$ cat config.mk
export PLATFORM = sky130hd
export DESIGN_NAME = store_align
export DESIGN_NICKNAME = d
export VERILOG_FILES = /design/src/pipe_pkg.sv /design/src/mem_pkg.sv /design/src/store_align.sv
export SDC_FILE = /design/constraint.sdc
export NUM_CORES = 1
export LEC_CHECK = 0
export BUFFER_PORTS_ARGS = -buffer_cell sky130_fd_sc_hd__buf_2
export CELL_PAD_IN_SITES_DETAIL_PLACEMENT = 0
export CELL_PAD_IN_SITES_GLOBAL_PLACEMENT = 1
export CORE_MARGIN = 4
export CORE_UTILIZATION = 22
export DETAILED_ROUTE_END_ITERATION = 6
export MAX_ROUTING_LAYER = met4
export PLACE_DENSITY = 0.89
export SLEW_MARGIN = 40
export SYNTH_ARGS = -nofsm -noshare
export SYNTH_HDL_FRONTEND = slang
export SYNTH_SLANG_ARGS = --single-unit
$ cat constraint.sdc
create_clock -name vclk -period 2.75
set_input_delay 0.55 -clock vclk [all_inputs]
set_output_delay 0.55 -clock vclk [all_outputs]
set_load 0.02 [all_outputs]
$ cat src/pipe_pkg.sv
`default_nettype none

package pipe_pkg;

    // data and address width of the core
    typedef logic [63:0] xlen_t;

    // raw instruction word, kept for tracing only
    typedef logic [31:0] inst_t;

    typedef logic [4:0] reg_idx_t;

    // writeback source: 0 alu result, 1 load data, 2 pc+4
    typedef logic [1:0] wb_sel_t;

    // bundle from execute into the memory stage
    typedef struct packed {
        inst_t      inst;
        xlen_t      pc;
        // doubles as the effective address for loads and stores
        xlen_t      alu_result;
        // store data
        xlen_t      src2;
        logic       mem_ren;
        logic       mem_wen;
        // access code, decoded by the aligners
        logic [2:0] func3;
        wb_sel_t    wb_sel;
        logic       reg_wen;
        reg_idx_t   rd;
    } ex_to_mem_t;

    // bundle from the memory stage into writeback
    typedef struct packed {
        inst_t      inst;
        xlen_t      pc;
        xlen_t      alu_result;
        // aligned and extended, only meaningful for loads
        xlen_t      load_data;
        wb_sel_t    wb_sel;
        logic       reg_wen;
        reg_idx_t   rd;
    } mem_to_wb_t;

endpackage

`default_nettype wire

$ cat src/mem_pkg.sv
`default_nettype none

package mem_pkg;

    // access width, taken from func3[1:0]
    typedef enum logic [1:0] {
        SIZE_BYTE   = 2'd0,
        SIZE_HALF   = 2'd1,
        SIZE_WORD   = 2'd2,
        SIZE_DOUBLE = 2'd3
    } mem_size_t;

    // bit 2 set means zero-extend on loads
    typedef logic [2:0] func3_t;

    // one enable per byte lane of a doubleword
    typedef logic [7:0] strobe_t;

    // doubleword index into the data ram
    // sized for the largest ADDR_W a build may pick, the ram uses the low ADDR_W bits
    localparam int unsigned RAM_ADDR_W_MAX = 16;
    typedef logic [RAM_ADDR_W_MAX-1:0] ram_addr_t;

    function automatic mem_size_t access_size(func3_t func3);
        return mem_size_t'(func3[1:0]);
    endfunction

endpackage

`default_nettype wire

$ cat src/store_align.sv
`timescale 1ns/1ps
`default_nettype none

module store_align
    import pipe_pkg::*;
    import mem_pkg::*;
(
    input  wire xlen_t  data,
    input  wire [2:0]   offset,
    input  wire func3_t func3,
    output xlen_t       wdata,
    output strobe_t     strobe
);

    mem_size_t size;
    strobe_t   base_strobe;

    assign size = access_size(func3);

    // copy the low bytes into every lane, the strobe picks the real ones
    always_comb begin
        case (size)
            SIZE_BYTE: begin
                wdata       = {8{data[7:0]}};
                base_strobe = 8'b0000_0001;
            end
            SIZE_HALF: begin
                wdata       = {4{data[15:0]}};
                base_strobe = 8'b0000_0011;
            end
            SIZE_WORD: begin
                wdata       = {2{data[31:0]}};
                base_strobe = 8'b0000_1111;
            end
            default: begin
                wdata       = data;
                base_strobe = 8'b1111_1111;
            end
        endcase
    end

    // misaligned lanes just fall off the top, no trap here
    assign strobe = base_strobe << offset;

endmodule

`default_nettype wire

==> impl_summary.txt <==
----------------------------------------------------
[Route]
  Met1 WL ... 2040 um
  Number of vias after detailed routing ... 1,650
  Drt initial violations ... 41
  Sum of met2 wire segment lengths after detailed routing ... 2290 um
  Remaining antenna violation count after routing ... 0
  Count of TritonRoute iterations in the first routing pass ... 4
  Wirelength, routed ... 4710 um
  Post-route DRC violation count ... 0
  Avg Vias per Cell ... 4.60
  Total length of routed met3 wires ... 386 um
  Routed length per placed instance ... 13.1 um
  Top layer used by detailed routing ... met3

[CTS]
  Number of gates given a new drive strength after cts ... 0
  Post-CTS setup repair buffer count ... 0
  Post-cts hold buffer count ... 0

[Die]
  Horiz. Die Dim ... 80.8 um
  Floorplan Core Area ... 0.00511 mm^2
  Number of core rows ... 26
  Full die area ... 0.00652 mm^2
  Initial core utilization ... 22.8%
  Top Ports ... 142
  Die Ht ... 80.8 um

[Final layout]
  Share of post-route cells with drive strength above 1 ... 61.6%
  # diodes ... 0
  Fill cells ... 561
  Clock buf count ... 0
  Register area ... 0 um^2
  Count of non-filler cells in the finished layout ... 359
  Layout area overhead ... 60.8%
  Flip-flop and latch count ... 0
  Number of nets in the finished design ... 361

[Power]
  Leakage power of the design ... 1.03 nW
  Maximum VDD drop ... 75.6 uV
  PwrDens ... 227 mW/mm^2

[Timing]
  Finish-stage setup viols ... 0
  Minimum hold slack ... 1.39 ns
  Max Clock Freq ... 0.407 GHz
  Final sum of negative setup slack ... 0 ns
  Period minus WS final ... 2.46 ns
  Worst slew slack as a fraction of its limit ... 69.0%
  Hold Violations, Final ... 0
  Setup repair after global routing missed its margin ... no
  Measured slew at the worst slew-check pin ... 0.462 ns
  Portion of the clock cycle consumed by the worst path in the final layout ... 89.3%
  Final max-slew violation count ... 0

[Min path]
  Worst min path class ... input port to primary output

[Logic synthesis]
  Top cell type's share of synthesized area ... 23.2%
  Average instance area after synthesis ... 7.24 um^2
  Proportion of synthesized chip area in sequential cells ... 0%
  Synth warnings ... 0
  Post-synthesis instance area ... 0.00116 mm^2
  Synth area leader ... sky130_fd_sc_hd__mux2_2
  Instance count of the mapped netlist ... 161
  Largest cells by area after synthesis ... sky130_fd_sc_hd__mux2_2, sky130_fd_sc_hd__mux2i_1, sky130_fd_sc_hd__a21oi_1, sky130_fd_sc_hd__a211oi_1, sky130_fd_sc_hd__buf_4
  Count of cell types in the netlist ... 23
  Number of nets in the synthesized netlist ... 231

[Worst setup path]
  Top cell by count, worst path ... sky130_fd_sc_hd__buf_2
  Critical path start-end classification ... input port to primary output
  CP delay by family, top ... buffers and inverters
  Worst Path Arrival ... 1.91 ns
  Required time at the worst-slack endpoint ... 2.20 ns
  Kind of start point of the critical path ... input port
  Biggest fanout along the worst timing path ... 18
  Critical path's slowest cell ... sky130_fd_sc_hd__a211oi_1
  Type of destination of the critical path ... primary output
  CP peak stage delay ... 0.35 ns
  Cell breakdown of the critical path ... buf_2 > buf_12 > inv_1 > a211oi_1 > buf_4 > a21oi_1 > buf_2
  Buffers and inverters on the worst path ... 5

[Global route]
  Initial antenna violation count ... 0
  Pin count of the biggest net entering global routing ... 24
  First-pass GRT wire length ... 7110 um
  Global-route total usage across every layer ... 13.7%
  Global-route congestion overflow total ... 0
  Via count of the first global-routing pass ... 1,507

[Run]
  Count of max-cap constraint violations ... 0

[Outcome]
  Result of the run ... complete, no violations

[Placement]
  Routability congestion estimate from global placement ... 0.754
  Cells after DPL ... 359
  Sum of net half-perimeters after detailed placement ... 3890 um
  Number of input and output port buffers inserted ... 141

----------------------------------------------------
==> layout by cell type, fill, tap and decap left out, types with 2 or more instances in the layout <==
master	count
sky130_fd_sc_hd__and2_1	7
sky130_fd_sc_hd__buf_2	141
sky130_fd_sc_hd__inv_1	10
sky130_fd_sc_hd__nor3_1	5
sky130_fd_sc_hd__nor2_2	2
sky130_fd_sc_hd__mux2i_1	24
sky130_fd_sc_hd__a21oi_1	36
sky130_fd_sc_hd__nor2_1	10
sky130_fd_sc_hd__o21ai_0	2
sky130_fd_sc_hd__a211oi_1	11
sky130_fd_sc_hd__buf_4	8
sky130_fd_sc_hd__mux2_2	24
==> cell type report <==
type | count | area (um^2) | share of cell area (%)
multi-input cells | 129 | 962 | 51.4
repair buffers | 150 | 786 | 42.0
well taps | 70 | 87.6 | 4.68
inverters | 10 | 37.5 | 2.00
==> worst paths after layout <==
path                    end  startpoint  slack (ns)  depth (start not counted)
setup / recovery  wdata[25]    func3[0]        0.29                          7
hold / removal     wdata[3]     data[3]        1.39                          2
==> cell families (layout without fill, tap and decap cells) <==
logic type | Yosys count | count (layout) | share of synthesized area [%]
AO/OA/AOI/OAI | 53 | 53 | 26.5
multiplexers | 48 | 48 | 43.8
buffers and inverters | 32 | 160 | 17.4
AND/OR/NAND/NOR | 28 | 28 | 12.2
==> per-stage QoR <==
step | area, um^2 | setup WS, ns | utilization, % | power, mW
2_1_floorplan | 1160 | 0.630 | - | 0.273
3_3_place_gp | 1870 | 0.287 | 36.7 | 0.425
3_5_place_dp | 1870 | 0.277 | 36.7 | 0.428
4_1_cts | 1870 | 0.276 | 36.7 | 0.430
5_1_grt | 1870 | 0.133 | 36.7 | 0.463
6_report | 1870 | 0.293 | 36.7 | 0.426
==> layer usage <==
| metal | vias to the layer above | track usage, % |
|---|---|---|
| met5 | - | - |
| met4 | 0 | 0.169 |
| met3 | 0 | 0.887 |
| met2 | 83 | 24.8 |
| met1 | 718 | 17.6 |
| li1 | 849 | - |
==> cell usage after synthesis (all sizes together) <==
| master | number |
|---|---|
| mux2i | 24 |
| inv | 10 |
| clkbuf | 1 |
| nor2 | 12 |
| or2 | 1 |
| a21oi | 36 |
| nand2 | 2 |
| and2b | 1 |
| buf | 21 |
| mux2 | 24 |
| a21o | 1 |
| a222oi | 1 |
| o2bb2ai | 1 |
| a211oi | 11 |
| a221o | 1 |
| o21ai | 2 |
| nor3 | 5 |
| and2 | 7 |
==> power breakdown <==
group          switching (mW)  internal (mW)  total, mW
clock network               0              0          0
registers                   0              0          0
logic                   0.253          0.172      0.426
No activity file was read; power rests on OpenSTA's default activity.
