<file path="config.mk">
export PLATFORM = sky130hd
export DESIGN_NAME = load_align
export DESIGN_NICKNAME = d
export VERILOG_FILES = /design/src/pipe_pkg.sv /design/src/mem_pkg.sv /design/src/load_align.sv
export SDC_FILE = /design/constraint.sdc
export NUM_CORES = 1
export LEC_CHECK = 0
export BUFFER_PORTS_ARGS = -buffer_cell sky130_fd_sc_hd__buf_4
export CAP_MARGIN = 20
export CORE_UTILIZATION = 35
export DETAILED_ROUTE_END_ITERATION = 12
export PLACE_DENSITY = 0.71
export SLEW_MARGIN = 20
export SYNTH_ARGS = -nofsm -noshare
export SYNTH_HDL_FRONTEND = slang
export SYNTH_SLANG_ARGS = --single-unit
</file>
<file path="constraint.sdc">
create_clock -name vclk -period 2
set_input_delay 0 -clock vclk [all_inputs]
set_output_delay 0 -clock vclk [all_outputs]
set_load 0.01 [all_outputs]
</file>
<file path="src/pipe_pkg.sv">
`default_nettype none

package pipe_pkg;

    // data and address width of the core
    typedef logic [63:0] xlen_t;

    // raw instruction word, kept for tracing only
    typedef logic [31:0] inst_t;

    typedef logic [4:0] reg_idx_t;

    // writeback source: 0 alu result, 1 load data, 2 pc+4
    typedef logic [1:0] wb_sel_t;

    // bundle from execute into the memory stage
    typedef struct packed {
        inst_t      inst;
        xlen_t      pc;
        // doubles as the effective address for loads and stores
        xlen_t      alu_result;
        // store data
        xlen_t      src2;
        logic       mem_ren;
        logic       mem_wen;
        // access code, decoded by the aligners
        logic [2:0] func3;
        wb_sel_t    wb_sel;
        logic       reg_wen;
        reg_idx_t   rd;
    } ex_to_mem_t;

    // bundle from the memory stage into writeback
    typedef struct packed {
        inst_t      inst;
        xlen_t      pc;
        xlen_t      alu_result;
        // aligned and extended, only meaningful for loads
        xlen_t      load_data;
        wb_sel_t    wb_sel;
        logic       reg_wen;
        reg_idx_t   rd;
    } mem_to_wb_t;

endpackage

`default_nettype wire

</file>
<file path="src/mem_pkg.sv">
`default_nettype none

package mem_pkg;

    // access width, taken from func3[1:0]
    typedef enum logic [1:0] {
        SIZE_BYTE   = 2'd0,
        SIZE_HALF   = 2'd1,
        SIZE_WORD   = 2'd2,
        SIZE_DOUBLE = 2'd3
    } mem_size_t;

    // bit 2 set means zero-extend on loads
    typedef logic [2:0] func3_t;

    // one enable per byte lane of a doubleword
    typedef logic [7:0] strobe_t;

    // doubleword index into the data ram
    // sized for the largest ADDR_W a build may pick, the ram uses the low ADDR_W bits
    localparam int unsigned RAM_ADDR_W_MAX = 16;
    typedef logic [RAM_ADDR_W_MAX-1:0] ram_addr_t;

    function automatic mem_size_t access_size(func3_t func3);
        return mem_size_t'(func3[1:0]);
    endfunction

endpackage

`default_nettype wire

</file>
<file path="src/load_align.sv">
`timescale 1ns/1ps
`default_nettype none

module load_align
    import pipe_pkg::*;
    import mem_pkg::*;
(
    input  wire xlen_t  raw,
    input  wire [2:0]   offset,
    input  wire func3_t func3,
    output xlen_t       value
);

    xlen_t     shifted;
    mem_size_t size;
    logic      is_unsigned;

    // bring the addressed byte lane down to bit 0
    assign shifted     = raw >> {offset, 3'b000};
    assign size        = access_size(func3);
    assign is_unsigned = func3[2];

    always_comb begin
        case (size)
            SIZE_BYTE: begin
                if (is_unsigned) begin
                    value = {56'b0, shifted[7:0]};
                end else begin
                    value = {{56{shifted[7]}}, shifted[7:0]};
                end
            end
            SIZE_HALF: begin
                if (is_unsigned) begin
                    value = {48'b0, shifted[15:0]};
                end else begin
                    value = {{48{shifted[15]}}, shifted[15:0]};
                end
            end
            SIZE_WORD: begin
                // lwu zero-extends, lw sign-extends
                if (is_unsigned) begin
                    value = {32'b0, shifted[31:0]};
                end else begin
                    value = {{32{shifted[31]}}, shifted[31:0]};
                end
            end
            default: begin
                value = shifted;
            end
        endcase
    end

endmodule

`default_nettype wire

</file>
==> out/metrics.cfg, run 1 <==
[cells_and_area]
fillers=600
layout_commonest_cell=buf_4
multi_input_area_um2=2040
layout-drive-gt1-share_pct=50.0
seq_cell_count=0
area_growth_syn_to_layout_pct=42.5
diodes=0
finish.utilization_pct=51.6
ff_latch_area_um2=0
fin_nets=446
final_cell_mix=144 x buf_4, 47 x mux2i_1, 37 x nand2_1
clock_buffers=0

[sta]
setup_viol=0
layout_min_cycle_time_ns=1.74
holdWs_ns=0.348
worstMarginPinSlew_ns=0.760
slew_headroom_pct=49.2
finalCritPeriodShare_pct=86.8
drv_slew=0
finalHoldViolCount=0
grt_setup_unrepaired=false
setup_tns_ns=0
max_freq_mhz=576

[setup_path]
cp.depth=8
cp_common_cell=buf_4
start_kind=primary input
cp_slowest_cell=buf_4
worstSetupEndpointType=primary output
crit_path_max_incr_delay_ns=0.36
critPathKind=primary input to primary output
path_delay_family=buffers and inverters
crit_chain=buf_4 > buf_4 > nand2b_1 > a21oi_1 > o211ai_2 > buf_4 > o2111ai_1 > buf_4
crit_path_start=offset[1]
cp.required_ns=2.00
cp_max_fo=32
cp.arrival_ns=1.74
endpoint=value[48]
worst-path-buf-inv=4

[die]
ios=134
die_area_um2=6900
placementRows=29
coreArea_um2=6350
initial_core_util_pct=36.2
die_w_um=83.1
dieHeight_um=83.1

[power]
pwr_density_cell_nw_per_um2=289
leakagePower_nw=1.58
ir_drop_mv=0.127
total_power_mw=0.948

[detailed_routing]
ant_nets=0
dr.pass1.iters=4
vias_per_cell=6.16
num_vias=2779
drt_wl_total_mm=8.65
wl_per_cell_um=19.2
drc_errors=0
drtIter0Drc=85

[synthesis]
ys_warn_count=0
syn_area_um2=2300
synth.avg_cell_area_um2=8.71
synth.distinct_cells=32
synth_nets=334
synthCells=264
yosysSeqAreaShare_pct=0

[global_routing]
grt_max_degree=57
grt_usage_pct=23.5
grt_pass1_vias=2627
grt_pass1_wl_mm=13.7
grt-ovfl-total=0
antenna_found_initial=0

[placed_design]
dp.final_hpwl_mm=6.42
gp_congestion=0.913
io_buffers=134

[status]
outcome=finished, final reports clean

[clocking]
holdBufCountCts=0
ctsResizeCount=0
post_cts_buffers=0

[hold_path]
holdCritPathClass=primary input to primary output

[run]
drv_cap=0

## stage by stage
| step | area (µm²) | setup slack (ns) | instances |
|---|---|---|---|
| 3_3_place_gp | 3280 | 0.357 | 451 |
| 4_1_cts | 3280 | 0.279 | 451 |
| 3_5_place_dp | 3280 | 0.290 | 451 |
| 6_report | 3280 | 0.265 | 451 |
| 2_1_floorplan | 2300 | 0.845 | 264 |
| 5_1_grt | 3280 | 0.152 | 451 |
## how the worst min path moves through the flow
stage	from	end	slack, ns	depth (start not counted)
after global routing	raw[61]	value[61]	0.37	4
after detailed placement	raw[60]	value[60]	0.35	4
after floorplan	raw[56]	value[56]	0.15	2
final	raw[61]	value[61]	0.35	4
after global placement	raw[61]	value[61]	0.35	4
after CTS	raw[58]	value[58]	0.35	4
## logic make-up (layout without fill, tap and decap cells)
kind of cell	Yosys count	after routing	share of synthesized area, %
AND/OR/NAND/NOR	94	94	20.8
buffers and inverters	37	147	11.3
AO/OA/AOI/OAI	51	51	18.0
multiplexers	82	82	49.8
## power by group
group	switching, mW	internal [mW]
registers	0	0
clock network	0	0
logic	0.445	0.503
total	0.445	0.503
## cells in the mapped netlist, drive strengths merged (2+ instances only)
cell type  count  area share (%)
nand4         26             7.1
nand3         11             2.4
o211ai         7             2.5
mux4          25              24
nor2b          4             1.1
a21oi          2            0.44
nor3b          2            0.65
o21ai         10             2.2
nor2           4            0.65
mux2i         47              20
buf           34              11
nand2b         4             1.1
a22oi          6             2.2
nand2         37             6.0
clkbuf         3            0.54
mux2          10             4.9
o2111ai       16             6.6
and2           2            0.54
o2bb2ai        9             3.4
## final cells by class
type / count / share of cell area [%]
well taps: 77 / 2.94
repair buffers: 147 / 34.8
multi-input cells: 227 / 62.2
## metal layers
| metal | part of all wire (%) | vias up | track usage (%) |
|---|---|---|---|
| li1 | - | 1292 | - |
| met1 | 44 | 1350 | 33.9 |
| met2 | 50 | 131 | 40.1 |
| met3 | 5.6 | 6 | 1.29 |
| met4 | 0.86 | 0 | 2.04 |
| met5 | 0 | - | 0 |
No activity file was read; power rests on OpenSTA's default activity.
==> run 2, diff against run 1 <==
--- a/config.mk
+++ b/config.mk
@@ -9,7 +9,7 @@
 export CAP_MARGIN = 20
 export CORE_UTILIZATION = 35
 export DETAILED_ROUTE_END_ITERATION = 12
-export PLACE_DENSITY = 0.71
+export PLACE_DENSITY = 0.72
 export SLEW_MARGIN = 20
 export SYNTH_ARGS = -nofsm -noshare
 export SYNTH_HDL_FRONTEND = slang
==> out/metrics.cfg, run 2 (synthesized netlist as in run 1, its figures left out) <==
[power]
p_int_mw=0.506
p_clk_share_pct=0
leakagePower_nw=1.59
pwr_density_cell_nw_per_um2=289
p_sw_share_pct=46.9
switchingPower_mw=0.447
ir_drop_mv=0.152
p_seq_share_pct=0
combPwrFrac_pct=100.0

[sta]
layout_min_cycle_time_ns=1.66
slew_headroom_pct=47.3
drv_slew=0
max_freq_mhz=604
finalCritPeriodShare_pct=82.8
grt_setup_unrepaired=false
worstMarginPinSlew_ns=0.788
finalHoldViolCount=0
setup_viol=0
setup_tns_ns=0

[detailed_routing]
wl_per_cell_um=18.9
drtIter0Drc=117
num_vias=2801
ant_nets=0
route.met2.wl_mm=4.00
drt_wl_total_mm=8.52
vias_per_cell=6.20
drc_errors=0
dr.pass1.iters=4
wl_met3_um=740
top_layer_used=met4
met1Wirelength_mm=3.70

[global_routing]
antenna_found_initial=0
grt_max_degree=57
grt_pass1_wl_mm=13.7
grt_usage_pct=23.6
grt_pass1_vias=2611
grt-ovfl-total=0

[cells_and_area]
area_growth_syn_to_layout_pct=43.4
multi_input_area_um2=2040
fillers=604
diodes=0
layout-drive-gt1-share_pct=50.1
fin_nets=447
layout_commonest_cell=buf_4
clock_buffers=0
ff_latch_area_um2=0
seq_cell_count=0
finish.utilization_pct=51.9
final_cell_mix=144 x buf_4, 47 x mux2i_1, 37 x nand2_1
fin_area_um2=3300

[die]
coreArea_um2=6350
placementRows=29
initial_core_util_pct=36.2
die_w_um=83.1
die_area_um2=6900
dieHeight_um=83.1
ios=134

[placed_design]
placed_area_um2=3300
dp.final_hpwl_mm=6.44
gp_congestion=0.944
io_buffers=134

[setup_path]
critPathKind=primary input to primary output
worstSetupEndpointType=primary output
cp.arrival_ns=1.66
cp_max_fo=56
start_kind=primary input
cp.required_ns=2.00

[hold_path]
min_delay_path_depth=4
holdCritPathClass=primary input to primary output
holdPathEnd=value[57]
hold_path_startpoint=raw[57]

[clocking]
ctsResizeCount=0
post_cts_buffers=0
holdBufCountCts=0

[run]
drv_cap=0

[status]
outcome=finished, final reports clean

[run 2: cell count changes in the layout (fill, tap and decap cells not counted)]
cell and change:
buf_12 +1
[run 2: per-layer routing]
metal	vias up	GRT usage (%)
met2	168	38.5
met4	0	3.92
li1	1296	-
met5	-	0
met1	1329	34.2
met3	8	2.39
[run 2: through the flow]
step / hold slack (ns) / std cells / power, mW / setup WS [ns]
CTS: 0.349 / 452 / 0.955 / 0.352
detailed placement: 0.349 / 452 / 0.951 / 0.367
floorplan: 0.148 / 264 / 0.515 / 0.845
global placement: 0.351 / 452 / 0.942 / 0.378
global route: 0.376 / 452 / 1.02 / 0.184
finish: 0.348 / 452 / 0.954 / 0.344
[run 2: power by group through the flow]
stage,logic [mW],registers [mW],clock network [mW]
6_report,0.954,0,0
5_1_grt,1.02,0,0
4_1_cts,0.955,0,0
3_5_place_dp,0.951,0,0
3_3_place_gp,0.942,0,0
2_1_floorplan,0.515,0,0
[run 2: worst max-delay path by stage]
stage	cells past startpoint	slack, ns	to	startpoint
floorplan	5	0.85	value[16]	offset[2]
detailed placement	7	0.37	value[18]	offset[1]
CTS	7	0.35	value[18]	offset[1]
global route	7	0.18	value[8]	offset[1]
global placement	7	0.38	value[18]	offset[1]
finish	7	0.34	value[18]	offset[1]
[run 2: layout make-up]
| cell class | instances | share of cell area, % |
|---|---|---|
| tap | 77 | 2.92 |
| multi-input combinational | 227 | 61.9 |
| timing repair buffer | 148 | 35.2 |
[run 2: critical path, cell delays in order]
cell and delay (ns):
buf_4 0.30, mux2i_1 0.41, nand3_1 0.14, nand4_1 0.16
buf_12 0.25, o2111ai_1 0.17, buf_4 0.18
==> run 3, diff against run 2 <==
--- a/config.mk
+++ b/config.mk
@@ -9,7 +9,7 @@
 export CAP_MARGIN = 20
 export CORE_UTILIZATION = 35
 export DETAILED_ROUTE_END_ITERATION = 12
-export PLACE_DENSITY = 0.72
+export PLACE_DENSITY = 0.75
 export SLEW_MARGIN = 20
 export SYNTH_ARGS = -nofsm -noshare
 export SYNTH_HDL_FRONTEND = slang
==> constraint.sdc (replaced) <==
create_clock -name vclk -period 1.4
set_input_delay 0 -clock vclk [all_inputs]
set_output_delay 0 -clock vclk [all_outputs]
set_load 0.01 [all_outputs]
==> out/metrics.cfg, run 3 (synthesized netlist as in run 1, its figures left out) <==
[power]
leakagePower_nw=1.79
pwr_density_cell_nw_per_um2=403
ir_drop_mv=0.208

[setup_path]
cp_common_cell=buf_4
crit_chain=buf_4 > and2b_1 > buf_4 > nand2_1 > o2111ai_2 > buf_4
cp.arrival_ns=1.36
path_delay_family=simple AND/OR/NAND/NOR gates
cp.required_ns=1.40
start_kind=primary input
crit_path_max_incr_delay_ns=0.34
critPathKind=primary input to primary output
cp_slowest_cell=o2111ai_2
worst-path-buf-inv=3
worstSetupEndpointType=primary output
cp_max_fo=13

[run]
drv_cap=0

[sta]
drv_slew=0
setup_viol=0
max_freq_mhz=735
layout_min_cycle_time_ns=1.36
slew_headroom_pct=65.6
worstMarginPinSlew_ns=0.514
finalHoldViolCount=0
setup_tns_ns=0
holdWs_ns=0.347
finalCritPeriodShare_pct=97.2

[cells_and_area]
fillers=564
fin_area_um2=3690
fin_nets=473
stdcell_count=478
seq_cell_count=0
layout_commonest_cell=buf_4
layout-drive-gt1-share_pct=55.4
clock_buffers=0
ff_latch_area_um2=0
diodes=0
final_cell_mix=156 x buf_4, 44 x mux2i_1, 37 x nand2_1
multi_input_area_um2=2080
area_growth_syn_to_layout_pct=60.3

[global_routing]
antenna_found_initial=0
grt_usage_pct=24.4
grt_pass1_wl_mm=14.3
grt-ovfl-total=0
grt_pass1_vias=2851
grt_max_degree=41

[die]
ios=134
coreArea_um2=6350
die_w_um=83.1
dieHeight_um=83.1
initial_core_util_pct=36.2
die_area_um2=6900
placementRows=29

[clocking]
holdBufCountCts=0

[placed_design]
io_buffers=134
dp.final_hpwl_mm=6.77
placed_area_um2=3470
dpl.cell_count=470
gp_congestion=0.885

[detailed_routing]
vias_per_cell=6.25
drt_wl_total_mm=9.49
num_vias=2988
dr.pass1.iters=4
drc_errors=0
ant_nets=0
drtIter0Drc=142
wl_per_cell_um=19.9

[hold_path]
holdCritPathClass=primary input to primary output

[status]
outcome=finished, final reports clean

## run 3: cell types whose count changed in the layout (fill, tap and decap cells not counted), moves of 3 or more
cell | previous run | this run
mux2i_1 | 47 | 44
buf_4 | 144 | 156
nor2b_2 | 0 | 3
clkbuf_16 | 0 | 4
buf_6 | 0 | 6
buf_12 | 4 | 7
nor2b_1 | 4 | 1
## run 3: per-layer routing
metal | part of all wire [%] | vias to the layer above | global-route usage, %
li1 | - | 1356 | -
met3 | 6.4 | 12 | 2.19
met5 | 0 | - | 0
met2 | 50 | 159 | 42.0
met4 | 1.4 | 0 | 5.49
met1 | 42 | 1461 | 32.9
## run 3: timing repair
action / CTS / global route
setup buffers: 2 / 1
gates resized for setup: 3 / 14
setup endpoints to repair: 4 / 54
pin swaps: 1 / 2
gates cloned: 1 / 4
## run 3: cell type report
| type | instances | area share [%] |
|---|---|---|
| Tap cell | 77 | 2.61 |
| Multi-Input combinational cell | 227 | 56.5 |
| Timing Repair Buffer | 174 | 40.9 |
## run 3: stage by stage
step                worst slack (ns)  power (mW)  utilization, %
floorplan                      0.245       0.736               -
global placement              0.0222        1.39            54.6
detailed placement           -0.0292        1.41            54.6
CTS                         -0.00258        1.43            55.5
global route                -0.00489        1.58            58.0
finish                        0.0396        1.49            58.0
## run 3: path summary, 6_finish.rpt
| path | start | endpoint | slack [ns] | cells after the start |
|---|---|---|---|---|
| worst min-delay path | raw[57] | value[57] | 0.35 | 4 |
| worst max-delay path | offset[2] | value[18] | 0.04 | 6 |
## run 3: power breakdown
part | switching [mW] | internal, mW | leakage (nW)
sequential | 0 | 0 | 0
clock | 0 | 0 | 0
combinational | 0.673 | 0.813 | 1.79
