### src/pipe_pkg.sv
`default_nettype none

package pipe_pkg;

    // data and address width of the core
    typedef logic [63:0] xlen_t;

    // raw instruction word, kept for tracing only
    typedef logic [31:0] inst_t;

    typedef logic [4:0] reg_idx_t;

    // writeback source: 0 alu result, 1 load data, 2 pc+4
    typedef logic [1:0] wb_sel_t;

    // bundle from execute into the memory stage
    typedef struct packed {
        inst_t      inst;
        xlen_t      pc;
        // doubles as the effective address for loads and stores
        xlen_t      alu_result;
        // store data
        xlen_t      src2;
        logic       mem_ren;
        logic       mem_wen;
        // access code, decoded by the aligners
        logic [2:0] func3;
        wb_sel_t    wb_sel;
        logic       reg_wen;
        reg_idx_t   rd;
    } ex_to_mem_t;

    // bundle from the memory stage into writeback
    typedef struct packed {
        inst_t      inst;
        xlen_t      pc;
        xlen_t      alu_result;
        // aligned and extended, only meaningful for loads
        xlen_t      load_data;
        wb_sel_t    wb_sel;
        logic       reg_wen;
        reg_idx_t   rd;
    } mem_to_wb_t;

endpackage

`default_nettype wire

### src/mem_pkg.sv
`default_nettype none

package mem_pkg;

    // access width, taken from func3[1:0]
    typedef enum logic [1:0] {
        SIZE_BYTE   = 2'd0,
        SIZE_HALF   = 2'd1,
        SIZE_WORD   = 2'd2,
        SIZE_DOUBLE = 2'd3
    } mem_size_t;

    // bit 2 set means zero-extend on loads
    typedef logic [2:0] func3_t;

    // one enable per byte lane of a doubleword
    typedef logic [7:0] strobe_t;

    // doubleword index into the data ram
    // sized for the largest ADDR_W a build may pick, the ram uses the low ADDR_W bits
    localparam int unsigned RAM_ADDR_W_MAX = 16;
    typedef logic [RAM_ADDR_W_MAX-1:0] ram_addr_t;

    function automatic mem_size_t access_size(func3_t func3);
        return mem_size_t'(func3[1:0]);
    endfunction

endpackage

`default_nettype wire

### src/mem_stage.sv
`timescale 1ns/1ps
`default_nettype none

module mem_stage
    import pipe_pkg::*;
    import mem_pkg::*;
#(
    parameter int unsigned ADDR_W = 10
) (
    input  wire             clk,
    input  wire             rst,

    // from execute
    input  wire             ex_valid,
    input  wire ex_to_mem_t ex_bus,
    output logic            ms_allowin,

    // to writeback
    input  wire             ws_allowin,
    output logic            ms_to_ws_valid,
    output mem_to_wb_t      ms_to_ws_bus,

    // to forwarding
    output logic            ms_load_pending,

    // data memory request side
    output logic            mem_valid,
    output logic            mem_write,
    output ram_addr_t       mem_addr,
    input  wire             mem_ready,

    // access fields for the aligners
    output logic [2:0]      acc_offset,
    output func3_t          acc_func3,
    output xlen_t           acc_src2,
    input  wire xlen_t      load_value
);

    typedef enum logic [1:0] {
        ST_IDLE,
        ST_ACCESS,
        ST_DONE
    } state_t;

    state_t     state;
    logic       ms_valid;
    ex_to_mem_t ms_bus;
    xlen_t      load_data_r;

    logic       accept;
    logic       ex_is_mem;
    logic       ms_is_mem;
    logic       ready_go;
    logic       hs_done;

    assign accept    = ex_valid && ms_allowin;
    assign ex_is_mem = ex_bus.mem_ren || ex_bus.mem_wen;
    assign ms_is_mem = ms_bus.mem_ren || ms_bus.mem_wen;
    assign hs_done   = mem_valid && mem_ready;

    // non-memory items pass straight through, memory items wait for DONE
    assign ready_go       = !ms_is_mem || (state == ST_DONE);
    assign ms_allowin     = !ms_valid || (ready_go && ws_allowin);
    assign ms_to_ws_valid = ms_valid && ready_go;

    always_ff @(posedge clk) begin
        if (rst) begin
            ms_valid <= 1'b0;
        end else if (ms_allowin) begin
            ms_valid <= ex_valid;
        end
    end

    always_ff @(posedge clk) begin
        if (accept) begin
            ms_bus <= ex_bus;
        end
    end

    // one access per item, only one item in flight
    always_ff @(posedge clk) begin
        if (rst) begin
            state <= ST_IDLE;
        end else begin
            case (state)
                ST_IDLE: begin
                    if (accept && ex_is_mem) begin
                        state <= ST_ACCESS;
                    end
                end
                ST_ACCESS: begin
                    if (hs_done) begin
                        state <= ST_DONE;
                    end
                end
                ST_DONE: begin
                    // next item may start its access right away
                    if (accept) begin
                        state <= ex_is_mem ? ST_ACCESS : ST_IDLE;
                    end else if (ms_allowin) begin
                        state <= ST_IDLE;
                    end
                end
                default: begin
                    state <= ST_IDLE;
                end
            endcase
        end
    end

    // hold the aligned load result while writeback stalls
    always_ff @(posedge clk) begin
        if (hs_done && ms_bus.mem_ren) begin
            load_data_r <= load_value;
        end
    end

    // request lines come from the held bundle, so they stay put until ready
    assign mem_valid  = (state == ST_ACCESS);
    assign mem_write  = ms_bus.mem_wen;
    assign mem_addr   = ram_addr_t'(ms_bus.alu_result[ADDR_W+2:3]);
    assign acc_offset = ms_bus.alu_result[2:0];
    assign acc_func3  = ms_bus.func3;
    assign acc_src2   = ms_bus.src2;

    assign ms_load_pending = ms_valid && ms_bus.mem_ren && (state != ST_DONE);

    always_comb begin
        ms_to_ws_bus.inst       = ms_bus.inst;
        ms_to_ws_bus.pc         = ms_bus.pc;
        ms_to_ws_bus.alu_result = ms_bus.alu_result;
        ms_to_ws_bus.load_data  = load_data_r;
        ms_to_ws_bus.wb_sel     = ms_bus.wb_sel;
        ms_to_ws_bus.reg_wen    = ms_bus.reg_wen;
        ms_to_ws_bus.rd         = ms_bus.rd;
    end

endmodule

`default_nettype wire

### config.mk
export PLATFORM = sky130hd
export DESIGN_NAME = mem_stage
export DESIGN_NICKNAME = d
export VERILOG_FILES = /design/src/pipe_pkg.sv /design/src/mem_pkg.sv /design/src/mem_stage.sv
export SDC_FILE = /design/constraint.sdc
export NUM_CORES = 1
export LEC_CHECK = 0
export BUFFER_PORTS_ARGS = -buffer_cell sky130_fd_sc_hd__buf_4
export CELL_PAD_IN_SITES_DETAIL_PLACEMENT = 0
export CELL_PAD_IN_SITES_GLOBAL_PLACEMENT = 1
export CORE_AREA = 2 2 244 246
export CTS_CLUSTER_SIZE = 8
export DETAILED_ROUTE_END_ITERATION = 7
export DIE_AREA = 0 0 246 248
export PLACE_DENSITY = 0.59
export SYNTH_ARGS = -nofsm -noshare
export SYNTH_HDL_FRONTEND = slang
export SYNTH_SLANG_ARGS = --single-unit
### constraint.sdc
create_clock -name clk -period 61.5 [get_ports clk]
set_clock_uncertainty 0.1 [all_clocks]
set_input_delay 6.15 -clock clk [delete_from_list [all_inputs] [get_ports clk]]
set_output_delay 6.15 -clock clk [all_outputs]
set_load 0.01 [all_outputs]
==> metrics.txt, run 1 <==
run status=finished clean; combinational power share=9.0%; Final GP Congestion=0.755; hold crit path type=reg -> reg; crit-path max cell delay=0.16 ns; number of DRC markers in iteration 0=223; FF-to-FF Start=ms_bus[12]; area leader, netlist=edfxtp_1; antenna viol nets, final=0; design area=0.0161 mm2; Clk Latency, worst-skew pair=0.54 ns; RSZ-0062 raised after global routing=false; gr ovfl total=0; Flop pwr share=49.1%; Worst R2R Setup Slack=58.48 ns; setup TNS=0 ns; Worst-path clk slew=0.05 ns; Switch Pwr=105 uW; worst-path cell chain=buf_4 > o21ai_2 > nand2_1 > buf_4; Mapped Cells=584; placed cell area=0.0150 mm2; Starting Density=19.1%; largest net degree at the start of global routing=77; total number of vias=5978; Most common cell on crit path=buf_4; DRT Pass-1 Iters=6; core area=0.0585 mm2; Netlist cell types=19; max-slew violations=0; Hold Crit Endpoint=state[0]; Cell Area, Synth=0.0112 mm2; Final Hold Fails=0; die height=248 um; Worst IR Drop VDD=22.1 uV; main combinational cell family by area after synthesis=buffers and inverters; via count of the first global-routing pass=6290; simple-gate share of the synthesized area=0.897%; Num CTS Buffers=43; post-synthesis sequential area ratio=81.5%; Final HPWL DP=24500 um; clock group share of total power=41.9%; area grow syn2layout=44.4%; fin crit share=20.9%; initial antenna violation count=2; Worst R2R Path Depth=5; total power=501 uW; Worst setup SP type=input pin; vias per cell=3.34; setup violators final=0; synth warn=0; crit path DAT=6.61 ns; clk root buf=clkbuf_16; routed wire length=31200 um; Synth Register Bits=304; hold_sp=state[0]; area share of xor/xnor cells in the synthesized design=0%; mux share of post-synthesis cell area=0%; Final Core Density=27.6%; post-CTS setup repair buffer count=0; clock period minus worst slack=12.86 ns; post-CTS sizing=0; top-area cell type share of the netlist area=81.0%; Total GRT Usage=9.34%; synth top area cells=edfxtp_1, buf_4, dfxtp_1; slew margin rel.=35.8%; die area=0.0610 mm2; nets@finish=1313; synthesized area per cell=19.1 um2; Max Cap Viol=0; routed wire length per instance=17.4 um; share of cells above drive strength 1=66.8%; IO Pins=629; hold depth=3; # rows=89; PwrDens=31.1 mW/mm2; final-layout fill cell count=5988; CTS tree=yes; crit end category=output port; Synth Area in Adders=0%; worst-path fanout max=3; Layout Cells excl Fill=1790; Hold-fix buffers, CTS=0; dpl cells=1735; # DRC=0; CTS H-Tree Depth=2; Slew @ Worst Pin=0.964 ns; first-pass GRT wire length=41100 um; Critical Path Slowest Stage Cell=buf_4; Crit path required time=55.25 ns; Max Fclk=0.0778 GHz; leakage power=0.00654 uW; r2r endpoint=ms_to_ws_bus[166]; compound-cell area share of the yosys netlist=0.459%; die width=246 um; Max clock buf depth=3; switching part of the total=20.9%; clk sinks=304; Crit Path Class=in -> out; PortBufs=622; Int Pwr=396 uW
[worst max path at each step]
stage               startpoint            to  depth (start not counted)  slack, ns
floorplan           ws_allowin  acc_func3[0]                          2      36.94
global route        ws_allowin    ms_allowin                          4      48.61
detailed placement  ws_allowin    ms_allowin                          4      48.64
global placement    ws_allowin    ms_allowin                          4      48.64
CTS                 ws_allowin    ms_allowin                          4      48.64
finish              ws_allowin    ms_allowin                          4      48.64
[power groups by stage]
stage / clock (uW) / combinational, uW / sequential [uW]
6_report: 210 / 45.3 / 246
5_1_grt: 227 / 48.7 / 247
4_1_cts: 220 / 46.5 / 246
3_5_place_dp: 0 / 46.5 / 250
3_3_place_gp: 0 / 46.0 / 250
2_1_floorplan: 0 / 23.4 / 256
[flip-flops by register name, summed over array words and instances, names as in the netlist]
register / flops
mem_write: 1
mem_addr: 10
acc_src2: 64
load_data_r: 64
state: 2
ms_to_ws_bus: 155
ms_valid: 1
acc_func3: 3
acc_offset: 3
ms_bus: 1
[synth_stat cells]
cell type / instances
buf_4: 254
edfxtp_1: 301
o21ai_2: 1
nor2_1: 6
inv_1: 1
nand2_1: 3
a32oi_1: 2
and2b_2: 1
dfxtp_1: 3
nor2b_1: 2
o2111ai_1: 1
o31a_1: 1
nor2b_4: 1
nor2_2: 2
and2_1: 1
or2_1: 1
conb_1: 1
and3_1: 1
a21boi_0: 1
[metrics by stage]
stage | setup slack [ns] | hold WS [ns]
after floorplan | 36.94 | 0.476
after global placement | 48.64 | 0.523
after detailed placement | 48.64 | 0.542
after CTS | 48.64 | 0.550
after global routing | 48.61 | 0.601
final | 48.64 | 0.545
[critical path, delay by kind of cell]
| family | cells | cell delay (ns) |
|---|---|---|
| AO/OA/AOI/OAI | 1 | 0.09 |
| buffers and inverters | 2 | 0.28 |
| AND/OR/NAND/NOR | 1 | 0.09 |
[metal layers]
metal  GRT usage [%]  vias up  wire (um)
li1                -     2681          -
met1            8.52     2819       9570
met2            16.9      420      16200
met3            5.33       56       4450
met4            3.83        2        932
met5               0        -         13
[area by class of cell]
type	count	area [um2]	share of cell area (%)
antenna	1	2.50	0.0155
clock buffer	54	1160	7.19
inverter	1	3.75	0.0233
multi-input combinational	30	186	1.16
sequential	304	9100	56.4
tap	773	967	6.00
timing repair buffer	627	4710	29.2
[cell usage in the layout (no fill, tap or decap), types with 2 or more instances in the layout]
cell type  count
nand2_1        3
buf_4        627
nor2_2         2
clkbuf_16     45
a32oi_1        2
nor2b_1        2
clkbuf_1       9
conb_1         6
dfxtp_1        3
nor2_1         6
edfxtp_1     301
[kinds of logic after synthesis]
kind of cell / after synthesis
simple gates: 18
flops: 304
buf+inv: 255
other cells: 1
compound gates: 6
Note: power is estimated with default switching activity, not from simulation.
==> inputs of run 2 (changes only) <==
ABC_AREA = 1   (was default)
CORE_AREA = 2 2 243 245   (was 2 2 244 246)
DIE_AREA = 0 0 245 247   (was 0 0 246 248)
PLACE_DENSITY = 0.6   (was 0.59)
clock period = 12.03 ns   (was 61.5 ns; I/O delays follow)
==> metrics.txt, run 2 <==
run status=finished clean; Worst R2R Setup Slack=9.08 ns (-49.40 ns); Clk Latency, worst-skew pair=0.53 ns (about the same); main combinational cell family by area after synthesis=buffers and inverters; hold_sp=ms_valid; max-slew violations=0 (unchanged); core area=0.0582 mm2 (-0.38%); Worst-path clk slew=0.05 ns (about the same); routed wire length per instance=17.2 um (-1.0%); Cell Area, Synth=0.0111 mm2 (-0.29%); setup TNS=0 ns (unchanged); area leader, netlist=edfxtp_1; most frequent cells in the layout=buf_4, edfxtp_1, clkbuf_16; hold crit path type=reg -> reg; # rows=89 (unchanged); vias per cell=3.33 (-0.36%); Post-synth ARST share=0% (unchanged); number of DRC markers in iteration 0=179 (-20%); Hold-fix buffers, CTS=0 (unchanged); Synth Register Bits=304 (unchanged); synth top area cells=edfxtp_1, buf_4, dfxtp_1; Total GRT Usage=9.41% (+0.077 points); leakage power=0.00655 uW (about the same); PortBufs=622 (unchanged); synth cell count leaders=edfxtp_1, buf_4, inv_1, nor2_1; CTS H-Tree Depth=2 (unchanged); Worst setup SP type=input pin; Antenna diodes=0 (-1); mux share of post-synthesis cell area=0% (unchanged); die area=0.0605 mm2 (-0.81%); RSZ-0062 raised after global routing=false; Mapped Cells=586 (+0.34%); simple-gate share of the synthesized area=0.618% (-0.28 points); via count of the first global-routing pass=6335 (+0.72%); Final GP Congestion=0.788 (+4.4%); PwrDens=158 mW/mm2 (+410%); die width=245 um (-0.41%); Post-synth top flop=edfxtp_1; crit path DAT=3.15 ns (-3.46 ns); Max Fclk=0.322 GHz; Starting Density=19.1% (about the same); initial antenna violation count=2 (unchanged); Final Core Density=27.6% (+0.050 points); Max clock buf depth=3 (unchanged); clock period minus worst slack=3.11 ns; crit end category=flop; setup violators final=0 (unchanged); Num CTS Buffers=43 (unchanged); Final HPWL DP=24600 um (+0.65%); largest net degree at the start of global routing=78 (+1.3%); Hold Crit Endpoint=ms_valid; CTS tree=yes; routed wire length=30900 um (-0.95%); worst-path fanout max=77 (+74); first-pass GRT wire length=41100 um (about the same); most common cell after layout, fill and taps aside=buf_4; Synth Area in Adders=0% (unchanged); Crit path required time=12.07 ns (-43.18 ns); area share of xor/xnor cells in the synthesized design=0% (unchanged); Final Hold Fails=0 (unchanged); post-synthesis sequential area ratio=81.7% (+0.24 points); Max Cap Viol=0 (unchanged); top-area cell type share of the netlist area=81.2% (+0.24 points); r2r endpoint=ms_to_ws_bus[100]; # DRC=0 (unchanged); fin crit share=25.8%; die height=247 um (-0.40%); clk root buf=clkbuf_16; post-CTS sizing=0 (unchanged); total number of vias=5960 (-0.30%); Netlist cell types=13 (-6); most common cell in the netlist=edfxtp_1; hold depth=2 (-1); antenna viol nets, final=0 (unchanged); clk sinks=304 (unchanged); synth warn=0 (unchanged); FF-to-FF Start=ms_bus[12]; share of cells above drive strength 1=67.0% (+0.16 points); compound-cell area share of the yosys netlist=0.214% (-0.25 points); synthesized area per cell=19.0 um2 (-0.63%); Worst IR Drop VDD=111 uV (+400%); slew margin rel.=37.9% (+2.1 points); IO Pins=629 (unchanged); Slew @ Worst Pin=0.932 ns (-0.0316 ns); area grow syn2layout=44.6% (about the same); Crit Path Class=in -> reg; EDFF count, synth=301 (unchanged); post-CTS setup repair buffer count=0 (unchanged); DRT Pass-1 Iters=4 (-2); Worst R2R Path Depth=9 (+4); nets@finish=1315 (+0.15%); gr ovfl total=0 (unchanged); max FFs per register=155 (unchanged)
run 2: cell count changes in the layout (fill, tap and decap cells not counted), moves of 3 or more:
cell     before  now
a21oi_1       0    3
inv_1         1    5
inv_2         0    3
nand2_2       0    4
nor2_1        6    3
run 2: worst max-delay path by stage:
stage	start	to	cells past startpoint
finish	ws_allowin	ms_to_ws_bus[100]	7
global route	ws_allowin	mem_addr[0]	7
global placement	ws_allowin	ms_to_ws_bus[154]	7
detailed placement	ws_allowin	ms_to_ws_bus[154]	7
floorplan	ws_allowin	acc_func3[0]	4
CTS	ws_allowin	ms_to_ws_bus[100]	7
run 2: power breakdown:
part | switching, uW | internal, uW | leakage (uW)
clock network | 411 | 660 | 0.000565
registers | 18.1 | 1230 | 0.00287
logic | 98.0 | 125 | 0.00311
run 2: layout make-up:
| cell class | count | area, um2 |
|---|---|---|
| flip-flops and latches | 304 | 9100 |
| repair buffers | 627 | 4710 |
| clock buffers | 54 | 1160 |
| fillers | 5923 | 42100 |
| multi-input cells | 25 | 130 |
| inverters | 8 | 30.0 |
| well taps | 773 | 967 |
run 2: routing by layer:
layer	GRT usage [%]	wire length, um	vias to the layer above
met5	0	0	-
met4	4.07	1020	0
met3	5.82	4610	55
met2	17.0	16200	428
met1	8.25	9100	2817
li1	-	-	2660
run 2: cell families (layout without fill, tap and decap cells):
logic type / after synthesis / after routing
other: 1 / 6
buffers and inverters: 262 / 689
AND/OR/NAND/NOR: 15 / 15
AO/OA/AOI/OAI: 4 / 4
flip-flops: 304 / 304
run 2: worst max-delay path: stages:
cell	delay, ns
buf_4	0.08
nand2_1	0.06
nand2_2	0.09
inv_2	0.06
nor2_4	0.08
buf_4	0.59
buf_4	0.84
run 2: through the flow:
stage	power [uW]	hold WS [ns]	setup slack (ns)	cell area [um2]	instances
6_report	2550	0.420	8.92	16100	1791
5_1_grt	2650	0.454	8.77	16100	1791
4_1_cts	2590	0.422	8.92	16100	1791
3_5_place_dp	1500	0.412	8.34	14900	1737
3_3_place_gp	1500	0.414	8.40	14900	1737
2_1_floorplan	1390	0.423	3.89	11200	591
